File: config.mk
export PLATFORM = sky130hd
export DESIGN_NAME = read_datapath
export DESIGN_NICKNAME = d
export VERILOG_FILES = /design/src/verilog/read_datapath_pkg.sv /design/src/verilog/oct_control.sv /design/src/verilog/read_datapath.sv /design/src/verilog/read_fifo_group.sv /design/src/verilog/read_latency_fifo.sv
export SDC_FILE = /design/constraint.sdc
export NUM_CORES = 1
export LEC_CHECK = 0
export ABC_AREA = 1
export BUFFER_PORTS_ARGS = -buffer_cell sky130_fd_sc_hd__buf_2
export CORE_MARGIN = 3
export CORE_UTILIZATION = 55
export DETAILED_ROUTE_END_ITERATION = 6
export PLACE_DENSITY = 0.83
export SKIP_LAST_GASP = 1
export SYNTH_ARGS = -nofsm -noshare
export SYNTH_HDL_FRONTEND = slang
export SYNTH_SLANG_ARGS = --single-unit
export TNS_END_PERCENT = 30
File: constraint.sdc
create_clock -name pll_afi_clk -period 5.2 [get_ports pll_afi_clk]
set_input_delay 0.78 -clock pll_afi_clk [delete_from_list [all_inputs] [get_ports pll_afi_clk]]
set_output_delay 0.78 -clock pll_afi_clk [all_outputs]
set_load 0.05 [all_outputs]
File: src/verilog/read_datapath_pkg.sv
/*
 * Shared widths, depths, latency limits and OCT timing for the half-rate
 * DDR2 read datapath. Modules import it to size their buses and storage.
 */

`default_nettype none

package read_datapath_pkg;

	// Memory side of the interface
	localparam int MEM_DQ_WIDTH = 8;
	localparam int MEM_READ_DQS_WIDTH = 2;
	localparam int DQ_GROUP_WIDTH = MEM_DQ_WIDTH / MEM_READ_DQS_WIDTH;

	// Half rate gives four DQ beats and two AFI phases per AFI cycle
	localparam int NUM_TIMESLOTS = 4;
	localparam int AFI_RATE_RATIO = 2;
	localparam int AFI_DATA_WIDTH = MEM_DQ_WIDTH * NUM_TIMESLOTS;
	localparam int GROUP_DATA_WIDTH = DQ_GROUP_WIDTH * NUM_TIMESLOTS;

	// Per-group read FIFO
	localparam int READ_FIFO_DEPTH = 16;
	localparam int READ_FIFO_ADDR_WIDTH = 4;

	// Latency FIFO, one shift stage per AFI cycle of read latency
	localparam int MAX_READ_LATENCY = 32;
	localparam int LATENCY_COUNT_WIDTH = 5;

	// OCT window in AFI cycles, taken from the memory read latency in memory clocks
	localparam int MEM_T_RL = 6;
	localparam int OCT_ON_DELAY = (MEM_T_RL > 4) ? ((MEM_T_RL - 4) / 2) : 0;
	localparam int OCT_OFF_DELAY = (MEM_T_RL + 6) / 2;

	// Full AFI or DDIO data word
	typedef logic [AFI_DATA_WIDTH-1:0] afi_data_t;
	// One DQS group's share of a word, ordered by timeslot
	typedef logic [GROUP_DATA_WIDTH-1:0] group_data_t;
	typedef logic [READ_FIFO_ADDR_WIDTH-1:0] fifo_addr_t;
	typedef logic [LATENCY_COUNT_WIDTH-1:0] latency_count_t;
	// One bit per DQS group
	typedef logic [MEM_READ_DQS_WIDTH-1:0] dqs_mask_t;
	// One bit per AFI phase
	typedef logic [AFI_RATE_RATIO-1:0] afi_phase_t;

endpackage

`default_nettype wire

File: src/verilog/oct_control.sv
/*
 * Keeps on-die termination enabled around each read burst by dropping
 * the force-off for a window after every full-rate read enable.
 */

`timescale 1ns/1ps
`default_nettype none

module oct_control (
	input wire pll_afi_clk,
	input wire reset_n_afi_clk,
	input wire afi_rdata_en_full_i,
	output logic force_oct_off_o
);

	import read_datapath_pkg::*;

	// Bit n holds the enable sampled n+1 edges before the current one
	logic [OCT_OFF_DELAY-1:0] rdata_en_hist;

	// **************************************************
	// Read enable history and force-off window
	// **************************************************

	always_ff @(posedge pll_afi_clk or negedge reset_n_afi_clk)
	begin
		if (!reset_n_afi_clk)
		begin
			rdata_en_hist <= '0;
			force_oct_off_o <= 1'b0;
		end
		else
		begin
			rdata_en_hist <= {rdata_en_hist[OCT_OFF_DELAY-2:0], afi_rdata_en_full_i};
			// Termination stays on while any enable from OCT_ON_DELAY to
			// OCT_OFF_DELAY cycles back is still in the history
			force_oct_off_o <= ~(|rdata_en_hist[OCT_OFF_DELAY-1:OCT_ON_DELAY-1]);
		end
	end

endmodule

`default_nettype wire

File: src/verilog/read_datapath.sv
/*
 * Top of the AFI-side read datapath. Delays the controller's read enables,
 * pops one data FIFO per DQS group and returns timeslot-major data on AFI.
 */

`timescale 1ns/1ps
`default_nettype none

module read_datapath (
	input wire pll_afi_clk,
	input wire reset_n_afi_clk,
	input wire afi_rdata_en_i,
	input wire afi_rdata_en_full_i,
	input wire read_datapath_pkg::latency_count_t seq_read_latency_counter_i,
	input wire read_datapath_pkg::dqs_mask_t seq_read_fifo_reset_i,
	input wire read_datapath_pkg::afi_data_t ddio_phy_dq_i,
	output read_datapath_pkg::afi_data_t afi_rdata_o,
	output read_datapath_pkg::afi_phase_t afi_rdata_valid_o,
	output logic force_oct_off_o
);

	import read_datapath_pkg::*;

	// FIFO pop strobe, shared by every DQS group
	logic read_enable;

	// **************************************************
	// Latency FIFO
	// **************************************************

	read_latency_fifo i_read_latency_fifo (
		.pll_afi_clk(pll_afi_clk),
		.reset_n_afi_clk(reset_n_afi_clk),
		.afi_rdata_en_i(afi_rdata_en_i),
		.afi_rdata_en_full_i(afi_rdata_en_full_i),
		.latency_count_i(seq_read_latency_counter_i),
		.read_enable_o(read_enable),
		.afi_rdata_valid_o(afi_rdata_valid_o)
	);

	// **************************************************
	// Per-group read FIFOs and data remap
	// **************************************************

	for (genvar g = 0; g < MEM_READ_DQS_WIDTH; g++)
	begin : g_group
		group_data_t capture_data;
		group_data_t group_rdata;

		// DDIO bus is group-major, so a group's word is one contiguous slice
		assign capture_data = ddio_phy_dq_i[g*GROUP_DATA_WIDTH +: GROUP_DATA_WIDTH];

		read_fifo_group i_read_fifo_group (
			.pll_afi_clk(pll_afi_clk),
			.reset_n_afi_clk(reset_n_afi_clk),
			.seq_read_fifo_reset_i(seq_read_fifo_reset_i[g]),
			.read_enable_i(read_enable),
			.capture_data_i(capture_data),
			.read_data_o(group_rdata)
		);

		// AFI bus is timeslot-major, so each nibble of the group word is
		// spread out to its own timeslot lane
		for (genvar t = 0; t < NUM_TIMESLOTS; t++)
		begin : g_timeslot
			assign afi_rdata_o[t*MEM_DQ_WIDTH + g*DQ_GROUP_WIDTH +: DQ_GROUP_WIDTH] =
				group_rdata[t*DQ_GROUP_WIDTH +: DQ_GROUP_WIDTH];
		end
	end

	// **************************************************
	// OCT control
	// **************************************************

	oct_control i_oct_control (
		.pll_afi_clk(pll_afi_clk),
		.reset_n_afi_clk(reset_n_afi_clk),
		.afi_rdata_en_full_i(afi_rdata_en_full_i),
		.force_oct_off_o(force_oct_off_o)
	);

endmodule

`default_nettype wire

File: src/verilog/read_fifo_group.sv
/*
 * Data FIFO for one DQS group. Capture words are written every cycle and
 * popped by the latency FIFO's read enable through a registered output.
 */

`timescale 1ns/1ps
`default_nettype none

module read_fifo_group (
	input wire pll_afi_clk,
	input wire reset_n_afi_clk,
	input wire seq_read_fifo_reset_i,
	input wire read_enable_i,
	input wire read_datapath_pkg::group_data_t capture_data_i,
	output read_datapath_pkg::group_data_t read_data_o
);

	import read_datapath_pkg::*;

	// Write-side reset, active low, comes up active out of system reset
	logic reset_n_write_side;
	fifo_addr_t wr_ptr;
	fifo_addr_t wr_addr;
	fifo_addr_t rd_ptr;
	group_data_t fifo_mem [READ_FIFO_DEPTH];

	// **************************************************
	// Write side
	// **************************************************

	// The sequencer's reset request is registered once before it reaches
	// the write pointer, as the capture logic would see it
	always_ff @(posedge pll_afi_clk or negedge reset_n_afi_clk)
	begin
		if (!reset_n_afi_clk)
			reset_n_write_side <= 1'b0;
		else
			reset_n_write_side <= ~seq_read_fifo_reset_i;
	end

	// While the write side is in reset the pointer reads as 0 straight away,
	// so entry 0 keeps being overwritten until release
	assign wr_addr = reset_n_write_side ? wr_ptr : '0;

	always_ff @(posedge pll_afi_clk or negedge reset_n_afi_clk)
	begin
		if (!reset_n_afi_clk)
			wr_ptr <= '0;
		else if (!reset_n_write_side)
			wr_ptr <= '0;
		else
			// Depth is a power of two, so the wrap is free
			wr_ptr <= wr_ptr + 1'b1;
	end

	// Capture data arrives every cycle whether or not a read is in flight
	always_ff @(posedge pll_afi_clk)
	begin
		fifo_mem[wr_addr] <= capture_data_i;
	end

	// **************************************************
	// Read side
	// **************************************************

	// Sequencer reset clears the read pointer on the same edge, which lets it
	// slip this group against the others during calibration
	always_ff @(posedge pll_afi_clk or negedge reset_n_afi_clk)
	begin
		if (!reset_n_afi_clk)
			rd_ptr <= '0;
		else if (seq_read_fifo_reset_i)
			rd_ptr <= '0;
		else if (read_enable_i)
			rd_ptr <= rd_ptr + 1'b1;
	end

	// Output holds the last popped entry between reads
	always_ff @(posedge pll_afi_clk or negedge reset_n_afi_clk)
	begin
		if (!reset_n_afi_clk)
			read_data_o <= '0;
		else if (read_enable_i)
			read_data_o <= fifo_mem[rd_ptr];
	end

endmodule

`default_nettype wire

File: src/verilog/read_latency_fifo.sv
/*
 * Delays the controller's read enables by the calibrated read latency.
 * The full enable pops the group FIFOs and the data enable drives AFI valid.
 */

`timescale 1ns/1ps
`default_nettype none

module read_latency_fifo (
	input wire pll_afi_clk,
	input wire reset_n_afi_clk,
	input wire afi_rdata_en_i,
	input wire afi_rdata_en_full_i,
	input wire read_datapath_pkg::latency_count_t latency_count_i,
	output logic read_enable_o,
	output read_datapath_pkg::afi_phase_t afi_rdata_valid_o
);

	import read_datapath_pkg::*;

	// Bit n holds the enable that was sampled n edges ago
	logic [MAX_READ_LATENCY-1:0] valid_shifter;
	logic [MAX_READ_LATENCY-1:0] full_shifter;
	logic read_valid;

	// **************************************************
	// Enable shift registers
	// **************************************************

	// Both enables march through their own register, one stage per AFI cycle
	always_ff @(posedge pll_afi_clk or negedge reset_n_afi_clk)
	begin
		if (!reset_n_afi_clk)
		begin
			valid_shifter <= '0;
			full_shifter <= '0;
		end
		else
		begin
			valid_shifter <= {valid_shifter[MAX_READ_LATENCY-2:0], afi_rdata_en_i};
			full_shifter <= {full_shifter[MAX_READ_LATENCY-2:0], afi_rdata_en_full_i};
		end
	end

	// **************************************************
	// Tap selection
	// **************************************************

	// The tap at the latency count is registered one edge after the enable
	// reaches it, so the pop strobe arrives L+1 cycles after the request
	always_ff @(posedge pll_afi_clk or negedge reset_n_afi_clk)
	begin
		if (!reset_n_afi_clk)
		begin
			read_enable_o <= 1'b0;
			read_valid <= 1'b0;
		end
		else
		begin
			read_enable_o <= full_shifter[latency_count_i];
			read_valid <= valid_shifter[latency_count_i];
		end
	end

	// The group FIFOs load their output registers on the edge after the pop,
	// so valid needs one more stage to line up with the popped data
	always_ff @(posedge pll_afi_clk or negedge reset_n_afi_clk)
	begin
		if (!reset_n_afi_clk)
			afi_rdata_valid_o <= '0;
		else
			// Both AFI phases carry the same valid at half rate
			afi_rdata_valid_o <= {AFI_RATE_RATIO{read_valid}};
	end

endmodule

`default_nettype wire
==> flow_metrics.tcl <==
set metrics [dict create \
    status "completed" \
    drt-initial-drc-count 2206 \
    dieArea_sq_um 47800 \
    slowest_stage "buf_4" \
    tightest_slew_ns 1.32 \
    place.gp.congestion 0.819 \
    synth-seq-cells 630 \
    grt_max_degree 96 \
    startpoint "g_group[1].i_read_fifo_group.rd_ptr[0]$_DFFE_PN0P_" \
    io-pin-count 78 \
    clock_latency_ns 0.64 \
    synth-warning-count 0 \
    yosysSeqAreaShare_pct 73.7 \
    die_w_microns 219 \
    dp_cells 2746 \
    design_power_total_mw 11.3 \
    powerDensity_nw_per_um2 408 \
    via_count 16768 \
    cts_tree "built" \
    avgSynthCellArea_sq_um 11.5 \
    arrival_ns 3.50 \
    start_kind "register" \
    routed_wl_microns 60700 \
    stdcell_area_sq_um 27700 \
    fin_cells 2863 \
    post_cts_resized 0 \
    post_cts_buffers 0 \
    worstHoldStart "afi_rdata_en_full_i" \
    layout_commonest_cell "nand2_1" \
    max-vdd-ir-drop_uv 328 \
    fin_tns_setup_ns 0 \
    max_cap_violations 0 \
    first_pass_iters 6 \
    cts.sinks 630 \
    ant_nets 0 \
    p_leak_nw 10.8 \
    syn_nets 2202 \
    worstHoldPathType "in -> reg" \
    post-route-min-period_ns 2.92 \
    core_area_sq_um 44400 \
    track_usage_pct 25.4 \
    hold_viol 0 \
    p_switching_mw 3.04 \
    path_cells "clkinv_2, buf_4, buf_4, nand2_1, nand3_1, nand3_1, nand2_1, nand2_1, nand2_1, nand2_1, nand2_1" \
    netlist_area_sq_um 24900 \
    critPathCaptureType "register" \
    path_common_cell "nand2_1" \
    grt_pass1_vias 16813 \
    synth_top_family_by_area "simple AND/OR/NAND/NOR gates" \
    synth_compound_gate_area_share_pct 0.836 \
    synth_cell_type_count 25 \
    dpl_cell_area_sq_um 25800 \
    clk_pin_slew_worst_paths_ns 0.06 \
    crit_required_ns 5.78 \
    crit_family "buffers and inverters" \
    initial_core_util_pct 56.0 \
    worst-path-buf-inv 3 \
    synth_cells 2155 \
    fmax_mhz 343 \
    r2r_start "g_group[1].i_read_fifo_group.rd_ptr[0]$_DFFE_PN0P_" \
    mostFrequentLayoutCells "nand2_1, edfxtp_1, nand3_1, dfrtp_1, buf_2" \
    p_comb_share_pct 12.3 \
    drc_errors 0 \
    synth-xor-area-share_pct 0 \
    critPathMaxStageDelay_ns 0.78 \
    p_seq_share_pct 51.4 \
    row_count 77 \
    post-route-period-util_pct 56.1 \
    clock_power_share_pct 36.3 \
    htreeDepth 2 \
    synth_mux_area_share_pct 0 \
    slew_violations 0 \
    p_int_mw 8.27 \
    areaGrowthSynthToFinish_pct 11.5 \
    path_max_fanout 84 \
    viasPerCell 5.86 \
    drive_gt1_share_pct 11.3 \
    yosys.area_share.simple_pct 22.4 \
    dpl.hpwl_microns 32800 \
    cts_root_buf "clkbuf_16" \
    gr-total-overflow 0 \
    antenna_found_initial 4 \
    critical_path_class "reg -> reg" \
    rsz0062_at_grt "false" \
    fin_nets 2263 \
    holdWs_ns 0.258 \
    grt_pass1_wl_microns 92500 \
    setup_viol 0 \
    numCtsBuffers 60 \
    die_h_microns 219 \
    synth_fa_ha_area_share_pct 0.201 \
    port_buffers 77 \
    skew_ns 0.0571 \
    hold_buffers 0 \
    cts_buffer_depth 3 \
    power.share.switching_pct 26.8 \
    drt-wirelength-per-cell_microns 21.2 \
    slew_headroom_pct 12.2 \
]
[flip-flops by register name, summed over array words and instances (netlist names)]
register,count
i_read_latency_fifo.read_enable_o,1
i_read_latency_fifo.full_shifter,27
i_read_latency_fifo.read_valid,1
i_read_latency_fifo.valid_shifter,32
g_group.i_read_fifo_group.read_data_o,32
g_group.i_read_fifo_group.fifo_mem,512
g_group.i_read_fifo_group.rd_ptr,8
i_oct_control.force_oct_off_o,1
g_group.i_read_fifo_group.reset_n_write_side,2
g_group.i_read_fifo_group.wr_ptr,8
i_oct_control.rdata_en_hist,5
i_read_latency_fifo.afi_rdata_valid_o,1
[Yosys cell counts]
cell type	number	area, sq um
a211oi_1	2	15.0
a21oi_1	29	145
and2_1	1	6.26
buf_1	7	26.3
buf_2	75	375
buf_4	12	90.1
clkbuf_1	29	109
clkbuf_2	1	5.00
clkinv_1	1	3.75
dfrtp_1	118	2950
edfxtp_1	512	15400
ha_1	4	50.1
inv_1	22	82.6
inv_2	4	15.0
nand2_1	860	3230
nand3_1	418	2090
nand3b_1	9	67.6
nor2_1	38	143
nor2_2	1	6.26
nor3_2	1	10.0
nor4_1	1	6.26
o21a_1	1	7.51
o21ai_0	7	35.0
o21ai_1	1	5.00
or2_2	1	6.26
[worst paths after layout]
kind	cells after the start	to	slack [ns]
worst max-delay path	11	g_group[1].i_read_fifo_group.read_data_o[6]$_DFFE_PN0P_	2.28
worst min-delay path	1	i_oct_control.rdata_en_hist[0]$_DFF_PN0_	0.26
worst max register to register	11	g_group[1].i_read_fifo_group.read_data_o[6]$_DFFE_PN0P_	2.28
worst min register to register	0	i_read_latency_fifo.afi_rdata_valid_o[0]$_DFF_PN0_	0.36
max in group asynchronous	2	g_group[1].i_read_fifo_group.rd_ptr[0]$_DFFE_PN0P_	3.67
min in group asynchronous	1	i_read_latency_fifo.read_valid$_DFF_PN0_	0.29
[cell families (layout without fill, tap and decap cells)]
kind of cell	Yosys count	after routing
AO/OA/AOI/OAI	40	40
adder cells (fa/ha/maj)	4	4
buffers and inverters	151	263
flip-flops	630	630
other	0	4
AND/OR/NAND/NOR	1330	1330
[stage by stage]
stage          setup WS, ns  utilization, %
2_1_floorplan          3.20               -
3_3_place_gp           2.52            58.1
3_5_place_dp           2.44            58.1
4_1_cts                2.37            62.4
5_1_grt                2.12            62.4
6_report               2.28            62.4
[layout make-up]
| class | count | area, sq um |
|---|---|---|
| Sequential cell | 630 | 18300 |
| Fill cell | 3156 | 16700 |
| Multi-Input combinational cell | 1374 | 5900 |
| Clock buffer | 82 | 1660 |
| Tap cell | 592 | 741 |
| Timing Repair Buffer | 123 | 733 |
| Clock inverter | 31 | 223 |
| Inverter | 27 | 104 |
| Antenna cell | 4 | 10.0 |
[power groups by stage]
| stage | Combinational, mW | Clock [mW] | Sequential, mW |
|---|---|---|---|
| 2_1_floorplan | 0.732 | 0 | 6.10 |
| 3_3_place_gp | 1.33 | 0 | 5.90 |
| 3_5_place_dp | 1.37 | 0 | 5.91 |
| 4_1_cts | 1.38 | 4.16 | 5.81 |
| 5_1_grt | 1.52 | 4.37 | 5.82 |
| 6_report | 1.39 | 4.11 | 5.81 |
[layer usage]
layer	up-vias	wire [microns]	GRT usage, %
met5	-	13	0
met2	1002	29800	42.5
met1	8034	21700	32.3
met3	209	6630	5.08
li1	7521	-	-
met4	2	2520	11.8
(Power assumes the default switching activity.)
